<file path="src/design/avr_alu_pkg.sv">
// Fixed 8-bit datapath, opcode fits 5 bits, flag struct packed in AVR SREG bit order (C is bit 0)
`default_nettype none

package avr_alu_pkg;

   // ################################################
   // Widths
   // ################################################

   // Operand and result width
   localparam int unsigned alu_data_w   = 8;
   // Half carry taken out of this nibble
   localparam int unsigned alu_nibble_w = 4;

   typedef logic [alu_data_w-1:0] alu_data_t;

   // Signed range limits for overflow checks
   localparam alu_data_t alu_min_neg = 8'h80;
   localparam alu_data_t alu_max_pos = 8'h7F;

   // ################################################
   // Opcodes
   // ################################################

   // One value per operation, immediate forms share the register code
   typedef enum logic [4:0] {
      op_nop,
      op_add,
      op_adc,
      op_sub,
      op_sbc,
      op_cp,
      op_cpc,
      op_and,
      op_or,
      op_eor,
      op_com,
      op_neg,
      op_inc,
      op_dec,
      op_lsr,
      op_ror,
      op_asr,
      op_swap
   } alu_op_t;

   // ################################################
   // Payload structs
   // ################################################

   // Status flags, MSB first so c lands on bit 0
   typedef struct packed {
      logic h;
      logic s;
      logic v;
      logic n;
      logic z;
      logic c;
   } alu_flags_t;

   // Adder result with its raw flag terms
   typedef struct packed {
      alu_data_t sum;
      logic      cout;   // carry, or borrow when subtracting
      logic      half;   // out of bit 3
      logic      ovf;
   } adder_out_t;

   // Single-operand result with its flag terms
   typedef struct packed {
      alu_data_t res;
      logic      c;
      logic      v;
      logic      h;
   } unary_out_t;

endpackage

`default_nettype wire

</file>
<file path="src/design/avr_alu_adder.sv">
// Stored carry enters only for ADC, SBC and CPC; borrow reported as a set carry, AVR style
`default_nettype none

module avr_alu_adder
   import avr_alu_pkg::*;
(
   input  wire alu_op_t   op,
   input  wire alu_data_t d_in,
   input  wire alu_data_t r_in,
   input  wire            sreg_c,
   output adder_out_t     sum_out
);

   // Subtract group
   logic                  sub_op;
   // Carry or borrow into bit 0
   logic                  cin;
   // One extra bit holds carry out of bit 7
   logic [alu_data_w:0]   full;
   // Low nibble, extra bit is the half carry
   logic [alu_nibble_w:0] low;

   assign sub_op = op inside {op_sub, op_sbc, op_cp, op_cpc};
   assign cin    = sreg_c & (op inside {op_adc, op_sbc, op_cpc});

   // ################################################
   // Add / subtract
   // ################################################

   always_comb begin
      if (sub_op) begin
         // Borrow wraps into the top bit
         full = {1'b0, d_in} - {1'b0, r_in} - cin;
         low  = {1'b0, d_in[alu_nibble_w-1:0]} - {1'b0, r_in[alu_nibble_w-1:0]} - cin;
      end else begin
         full = {1'b0, d_in} + {1'b0, r_in} + cin;
         low  = {1'b0, d_in[alu_nibble_w-1:0]} + {1'b0, r_in[alu_nibble_w-1:0]} + cin;
      end
   end

   assign sum_out.sum  = full[alu_data_w-1:0];
   assign sum_out.cout = full[alu_data_w];
   assign sum_out.half = low[alu_nibble_w];

   // Overflow, sign of result against operand signs
   assign sum_out.ovf = sub_op ?
      ((d_in[alu_data_w-1] & ~r_in[alu_data_w-1] & ~full[alu_data_w-1]) |
       (~d_in[alu_data_w-1] & r_in[alu_data_w-1] & full[alu_data_w-1])) :
      ((d_in[alu_data_w-1] & r_in[alu_data_w-1] & ~full[alu_data_w-1]) |
       (~d_in[alu_data_w-1] & ~r_in[alu_data_w-1] & full[alu_data_w-1]));

endmodule

`default_nettype wire

</file>
<file path="src/design/avr_alu_unary.sv">
// Single-operand group on d_in only; flag terms are zero for opcodes outside NEG/INC/DEC/COM
`default_nettype none

module avr_alu_unary
   import avr_alu_pkg::*;
(
   input  wire alu_op_t   op,
   input  wire alu_data_t d_in,
   output unary_out_t     un_out
);

   // Two's complement of d
   alu_data_t             neg_res;
   // Low nibble of 0 - d, top bit is the borrow
   logic [alu_nibble_w:0] neg_low;
   alu_data_t             inc_res;
   alu_data_t             dec_res;

   // ################################################
   // Arithmetic terms
   // ################################################

   assign neg_res = '0 - d_in;
   assign neg_low = '0 - {1'b0, d_in[alu_nibble_w-1:0]};
   assign inc_res = d_in + 1'b1;
   assign dec_res = d_in - 1'b1;

   // ################################################
   // Select by opcode
   // ################################################

   always_comb begin
      un_out = '0;
      case (op)
         op_neg: begin
            un_out.res = neg_res;
            // Carry clear only for NEG of zero
            un_out.c   = |neg_res;
            // 0x80 has no positive counterpart
            un_out.v   = (neg_res == alu_min_neg);
            un_out.h   = neg_low[alu_nibble_w];
         end
         op_inc: begin
            un_out.res = inc_res;
            un_out.v   = (inc_res == alu_min_neg);
         end
         op_dec: begin
            un_out.res = dec_res;
            un_out.v   = (dec_res == alu_max_pos);
         end
         op_com: begin
            un_out.res = ~d_in;
            // COM always sets carry
            un_out.c   = 1'b1;
         end
         default: begin
            un_out = '0;
         end
      endcase
   end

endmodule

`default_nettype wire

</file>
<file path="src/design/avr_alu_bitwise.sv">
// Logic ops, right shifts of d_in and nibble swap; result zero for any other opcode
`default_nettype none

module avr_alu_bitwise
   import avr_alu_pkg::*;
(
   input  wire alu_op_t   op,
   input  wire alu_data_t d_in,
   input  wire alu_data_t r_in,
   input  wire            sreg_c,
   output alu_data_t      bw_res
);

   // Bit shifted in at the top
   logic shift_msb;

   // LSR fills 0, ROR the stored carry, ASR keeps the sign
   always_comb begin
      case (op)
         op_ror:  shift_msb = sreg_c;
         op_asr:  shift_msb = d_in[alu_data_w-1];
         default: shift_msb = 1'b0;
      endcase
   end

   // ################################################
   // Result mux
   // ################################################

   always_comb begin
      case (op)
         op_and:  bw_res = d_in & r_in;
         op_or:   bw_res = d_in | r_in;
         op_eor:  bw_res = d_in ^ r_in;
         op_lsr,
         op_ror,
         op_asr:  bw_res = {shift_msb, d_in[alu_data_w-1:1]};
         // Exchange high and low nibbles
         op_swap: bw_res = {d_in[alu_nibble_w-1:0], d_in[alu_data_w-1:alu_nibble_w]};
         default: bw_res = '0;
      endcase
   end

endmodule

`default_nettype wire

</file>
<file path="src/design/avr_alu_result_select.sv">
// Purely combinational; op_nop gives a zero result with Z set, the SREG mask drops it anyway
`default_nettype none

module avr_alu_result_select
   import avr_alu_pkg::*;
(
   input  wire alu_op_t    op,
   input  wire alu_data_t  d_in,
   input  wire adder_out_t sum_out,
   input  wire unary_out_t un_out,
   input  wire alu_data_t  bw_res,
   input  wire             sreg_z,
   output alu_data_t       result,
   output alu_flags_t      flags
);

   // Opcode groups
   logic add_grp;
   logic un_grp;
   logic bw_grp;
   logic shift_grp;
   // Intermediate flag terms
   logic n_flag;
   logic c_flag;
   logic v_flag;
   logic z_flag;

   assign add_grp   = op inside {op_add, op_adc, op_sub, op_sbc, op_cp, op_cpc};
   assign un_grp    = op inside {op_com, op_neg, op_inc, op_dec};
   assign shift_grp = op inside {op_lsr, op_ror, op_asr};
   assign bw_grp    = shift_grp | (op inside {op_and, op_or, op_eor, op_swap});

   // ################################################
   // Result mux
   // ################################################

   always_comb begin
      if (add_grp) begin
         result = sum_out.sum;
      end else if (un_grp) begin
         result = un_out.res;
      end else if (bw_grp) begin
         result = bw_res;
      end else begin
         // op_nop
         result = '0;
      end
   end

   // ################################################
   // Flags
   // ################################################

   assign n_flag = result[alu_data_w-1];

   // Zero detect, chained compare keeps Z only if already set
   always_comb begin
      z_flag = (result == '0);
      if (op inside {op_sbc, op_cpc}) begin
         z_flag = z_flag & sreg_z;
      end
   end

   // Carry from the unit that owns the op
   always_comb begin
      if (add_grp) begin
         c_flag = sum_out.cout;
      end else if (un_grp) begin
         c_flag = un_out.c;
      end else if (shift_grp) begin
         // Bit shifted out
         c_flag = d_in[0];
      end else begin
         c_flag = 1'b0;
      end
   end

   // Overflow, zero for logic ops and SWAP
   always_comb begin
      if (add_grp) begin
         v_flag = sum_out.ovf;
      end else if (un_grp) begin
         v_flag = un_out.v;
      end else if (shift_grp) begin
         v_flag = n_flag ^ c_flag;
      end else begin
         v_flag = 1'b0;
      end
   end

   assign flags.c = c_flag;
   assign flags.z = z_flag;
   assign flags.n = n_flag;
   assign flags.v = v_flag;
   assign flags.s = n_flag ^ v_flag;
   // Half carry only meaningful for adder group and NEG
   assign flags.h = (add_grp & sum_out.half) | ((op == op_neg) & un_out.h);

endmodule

`default_nettype wire

</file>
<file path="src/design/avr_sreg.sv">
// Loads only the flags the opcode affects, and only while exec is high; clears on sync reset
`default_nettype none

module avr_sreg
   import avr_alu_pkg::*;
(
   input  wire             cp2,
   input  wire             rst_n,
   input  wire             exec,
   input  wire alu_op_t    op,
   input  wire alu_flags_t flags,
   output alu_flags_t      sreg,
   output logic            sreg_c,
   output logic            sreg_z
);

   // Set bit means that flag is written
   alu_flags_t upd_mask;

   // ################################################
   // Update mask per opcode
   // ################################################

   always_comb begin
      upd_mask = '0;
      case (op)
         op_add, op_adc, op_sub, op_sbc, op_cp, op_cpc,
         op_com, op_neg: begin
            upd_mask = '1;
         end
         // INC/DEC leave C and H alone
         op_inc, op_dec: begin
            upd_mask   = '1;
            upd_mask.c = 1'b0;
            upd_mask.h = 1'b0;
         end
         op_and, op_or, op_eor: begin
            upd_mask.z = 1'b1;
            upd_mask.n = 1'b1;
            upd_mask.v = 1'b1;
            upd_mask.s = 1'b1;
         end
         // Shifts touch everything but H
         op_lsr, op_ror, op_asr: begin
            upd_mask   = '1;
            upd_mask.h = 1'b0;
         end
         // SWAP and NOP change nothing
         default: begin
            upd_mask = '0;
         end
      endcase
   end

   // ################################################
   // Register
   // ################################################

   always_ff @(posedge cp2) begin
      if (!rst_n) begin
         sreg <= '0;
      end else if (exec) begin
         sreg <= alu_flags_t'((sreg & ~upd_mask) | (flags & upd_mask));
      end
   end

   // Chaining inputs for the ALU
   assign sreg_c = sreg.c;
   assign sreg_z = sreg.z;

endmodule

`default_nettype wire

</file>
<file path="src/design/avr_alu.sv">
// Single-cycle ALU; result and flags combinational, sreg updates on the cp2 edge after exec
`default_nettype none

module avr_alu
   import avr_alu_pkg::*;
(
   input  wire            cp2,
   input  wire            rst_n,
   input  wire            exec,
   input  wire alu_op_t   op,
   input  wire alu_data_t d_in,
   input  wire alu_data_t r_in,
   output alu_data_t      result,
   output alu_flags_t     flags,
   output alu_flags_t     sreg
);

   // Stored flags fed back into the datapath
   logic       sreg_c;
   logic       sreg_z;
   // Unit outputs
   adder_out_t sum_out;
   unary_out_t un_out;
   alu_data_t  bw_res;

   // ################################################
   // Datapath units
   // ################################################

   avr_alu_adder u_adder (
      .op      (op),
      .d_in    (d_in),
      .r_in    (r_in),
      .sreg_c  (sreg_c),
      .sum_out (sum_out)
   );

   avr_alu_unary u_unary (
      .op     (op),
      .d_in   (d_in),
      .un_out (un_out)
   );

   avr_alu_bitwise u_bitwise (
      .op     (op),
      .d_in   (d_in),
      .r_in   (r_in),
      .sreg_c (sreg_c),
      .bw_res (bw_res)
   );

   // Final mux and flag formation
   avr_alu_result_select u_result_select (
      .op      (op),
      .d_in    (d_in),
      .sum_out (sum_out),
      .un_out  (un_out),
      .bw_res  (bw_res),
      .sreg_z  (sreg_z),
      .result  (result),
      .flags   (flags)
   );

   // ################################################
   // Status register
   // ################################################

   avr_sreg u_sreg (
      .cp2    (cp2),
      .rst_n  (rst_n),
      .exec   (exec),
      .op     (op),
      .flags  (flags),
      .sreg   (sreg),
      .sreg_c (sreg_c),
      .sreg_z (sreg_z)
   );

endmodule

`default_nettype wire

</file>
<file path="config.mk">
export PLATFORM = sky130hd
export DESIGN_NAME = avr_alu
export DESIGN_NICKNAME = d
export VERILOG_FILES = /design/src/design/avr_alu_pkg.sv /design/src/design/avr_alu_adder.sv /design/src/design/avr_alu_unary.sv /design/src/design/avr_alu_bitwise.sv /design/src/design/avr_alu_result_select.sv /design/src/design/avr_sreg.sv /design/src/design/avr_alu.sv
export SDC_FILE = /design/constraint.sdc
export NUM_CORES = 1
export LEC_CHECK = 0
export ABC_CLOCK_PERIOD_IN_PS = 4500
export BUFFER_PORTS_ARGS = -buffer_cell sky130_fd_sc_hd__buf_2
export CAP_MARGIN = 20
export CORE_ASPECT_RATIO = 1.5
export CORE_UTILIZATION = 35
export DETAILED_ROUTE_END_ITERATION = 12
export MAX_ROUTING_LAYER = met4
export SLEW_MARGIN = 20
export SYNTH_ARGS = -nofsm -noshare
export SYNTH_HDL_FRONTEND = slang
export SYNTH_SLANG_ARGS = --single-unit
</file>
<file path="constraint.sdc">
create_clock -name cp2 -period 4.5 [get_ports cp2]
set_input_delay 0.225 -clock cp2 [delete_from_list [all_inputs] [get_ports cp2]]
set_output_delay 0.225 -clock cp2 [all_outputs]
set_load 0.1 [all_outputs]
</file>
==> metrics.txt <==
status=complete, no violations; sequence of cells on the critical path=buf_2 > nor2_1 > o2111ai_1 > inv_1 > fa_1 > inv_1 > fa_1 > o21a_1 > nor2_1 > o21ai_0 > a31oi_1 > xnor2_1 > o2111ai_1 > xor2_1 > nand2_1 > a21oi_1 > buf_2; Crit path largest cell delay=440 ps; Crit Path Class=input pin to output port; post-cts sizing count=0; Sequential Area=120 um^2; Layout Nets=474; Starting Density=36.0%; Startpoint Class=input pin; Avg WL per Cell=18.9 um; final antenna-violating net count=0; WP buf/inv=4; initial antenna violation count=0; CP delay by family, top=compound AO/OA/AOI/OAI gates; Initial DRC Count=214; Max-Slew Margin vs Limit=56.0%; CP Capture Type=output port; Syn Nets=448; total power=0.698 mW; multi-input logic area=2340 um^2; mapped cell area=2740 um^2; first-pass GRT wire length=15100 um; core area=7610 um^2; clk buf depth=2; Tmin final=4160 ps; Final Max Slew Viols=0; flops & latches, synth=6; Crit-path slowest cell=buf_2; TritonRoute pass-1 iters=5; Yosys cell types=68; detailed-route vias per instance=5.85; HPWL after DPL=7940 um; worst clock skew=1.18 ps; clock root buffer=clkbuf_16; Fmax=241 MHz; layout cell share with drive strength beyond 1=16.8%; register area share after synthesis=4.38%; pin count of the biggest net entering global routing=30; RSZ-0062 raised after global routing=false; port bufs=43; CTS H-tree depth=1; routed via count=2997; setup TNS=0 ps; endpoints failing hold=0; GRT Overall Usage=24.9%; Routed WL=9700 um; Mean Syn Cell Area=7.11 um^2; die footprint=8210 um^2; cell accounting for the most synthesized area=ha_1; # hold bufs at CTS=0; endpoints failing setup=0; GPL Wtd Cong=0.993; setup bufs post-CTS=0; asr flop ratio synth=0%; Worst-Margin Slew=658 ps; # IOs=44; CTS buffer count=3; Die Ht=110 um; grt ovf=0; Crit path arrival time=3930 ps; R2R setup slack=990 ps; prevailing post-synth register cell=dfxtp_1; critical path fanouts, max=16; max_cap viols=0; Ys Warns=0; CTS tree=done; drt drc=0; clk_lat worst skew=230 ps; static leakage=1.40 nW; fin crit share=92.4%; Gate Count Post-Synth=386; Die Wd=74.3 um; Area Overhead vs Synth=12.6%; # fillers=826; Post-synth EDFFs=0; # diodes=0; Max VDD drop=0.215 mV; Synth area leaders=ha_1, xnor2_1, nor2_1; Worst-path clk slew=30 ps; vias in the first global route=2975; Hold Path Class=input pin to flip-flop; Power Density=226 nW/um^2; row count=39; Clock Sink Count=6; post-synth top area share=15.5%; Worst EP required=4280 ps
[synth_stat cells, drive strengths merged (4+ instances only)]
library cell and count:
nor2 39, ha 34, mux2i 9, buf 22, clkbuf 6, a22o 4, xnor2 20, fa 4
nor2b 9, a211oi 6, xor2 6, o21ai 21, o22ai 4, inv 35, nand2b 7, o211ai 5
a22oi 6, and3 8, nand2 26, nand3 19, a21oi 18, o2111ai 5, a21o 6, dfxtp 6
nor3 4, a221oi 6
[placed cells by master (no fill, tap or decap), types with 3 or more instances in the layout]
master and count:
inv_1 35, mux2i_1 9, a21o_1 5, buf_4 6, nor2b_1 8, a22oi_1 6
and3_1 7, nor3_1 3, a22o_1 4, nor2_1 38, xnor2_1 20, ha_1 34
a221oi_1 5, nand4_1 3, a21oi_1 16, nand2_1 26, nand3b_1 3, o21ai_0 19
nand3_1 19, o211ai_1 5, dfxtp_1 6, nand2b_1 7, o2111ai_1 5, or3_1 3
clkbuf_16 3, o22ai_1 4, a211oi_1 5, buf_2 41, fa_1 4, xor2_1 6
nor3b_1 3
[routing by layer]
layer	GRT usage (%)	wire (um)	share of wire, %
met2	42.9	4970	51
met1	27.1	3570	37
met4	14.6	624	6.4
met5	-	0	0
met3	1.73	529	5.5
[worst paths after layout]
kind                  start        end  cells past startpoint
hold reg to reg   flip-flop  flip-flop                      2
setup / recovery      op[4]   flags[3]                     17
hold / removal        rst_n  flip-flop                      2
setup reg to reg  flip-flop  flip-flop                     13
[layout make-up]
cell class	instances	area share, %
Clock buffer	3	2.43
Timing Repair Buffer	49	9.40
Inverter	35	4.25
Tap cell	102	4.13
Multi-Input combinational cell	317	75.9
Sequential cell	6	3.89
[where the power goes]
| group | leakage (nW) | internal [mW] | switching [mW] |
|---|---|---|---|
| registers | 0.0488 | 0.0561 | 0.00191 |
| logic | 1.32 | 0.145 | 0.347 |
| clock network | 0.0370 | 0.114 | 0.0339 |
[cell families after synthesis]
kind of cell,synth area share [%]
and+or+nand+nor,25.3
buffers and inverters,10.8
DFF,4.38
AOI/OAI and AO/OA,28.7
muxes,4.10
adders and majority gates,18.4
xor gates and xnor gates,8.30
[through the flow]
step           instance area (um^2)  setup WS [ps]  std cells  hold slack (ps)  utilization [%]
6_report                       3090            342        512              295             40.6
5_1_grt                        3090           59.4        512              320             40.6
4_1_cts                        3090            356        512              298             40.6
3_5_place_dp                   3010            344        509              463             39.6
3_3_place_gp                   3010            398        509              448             39.6
2_1_floorplan                  2760            298        386              353                -
Note: power is estimated with default switching activity, not from simulation.
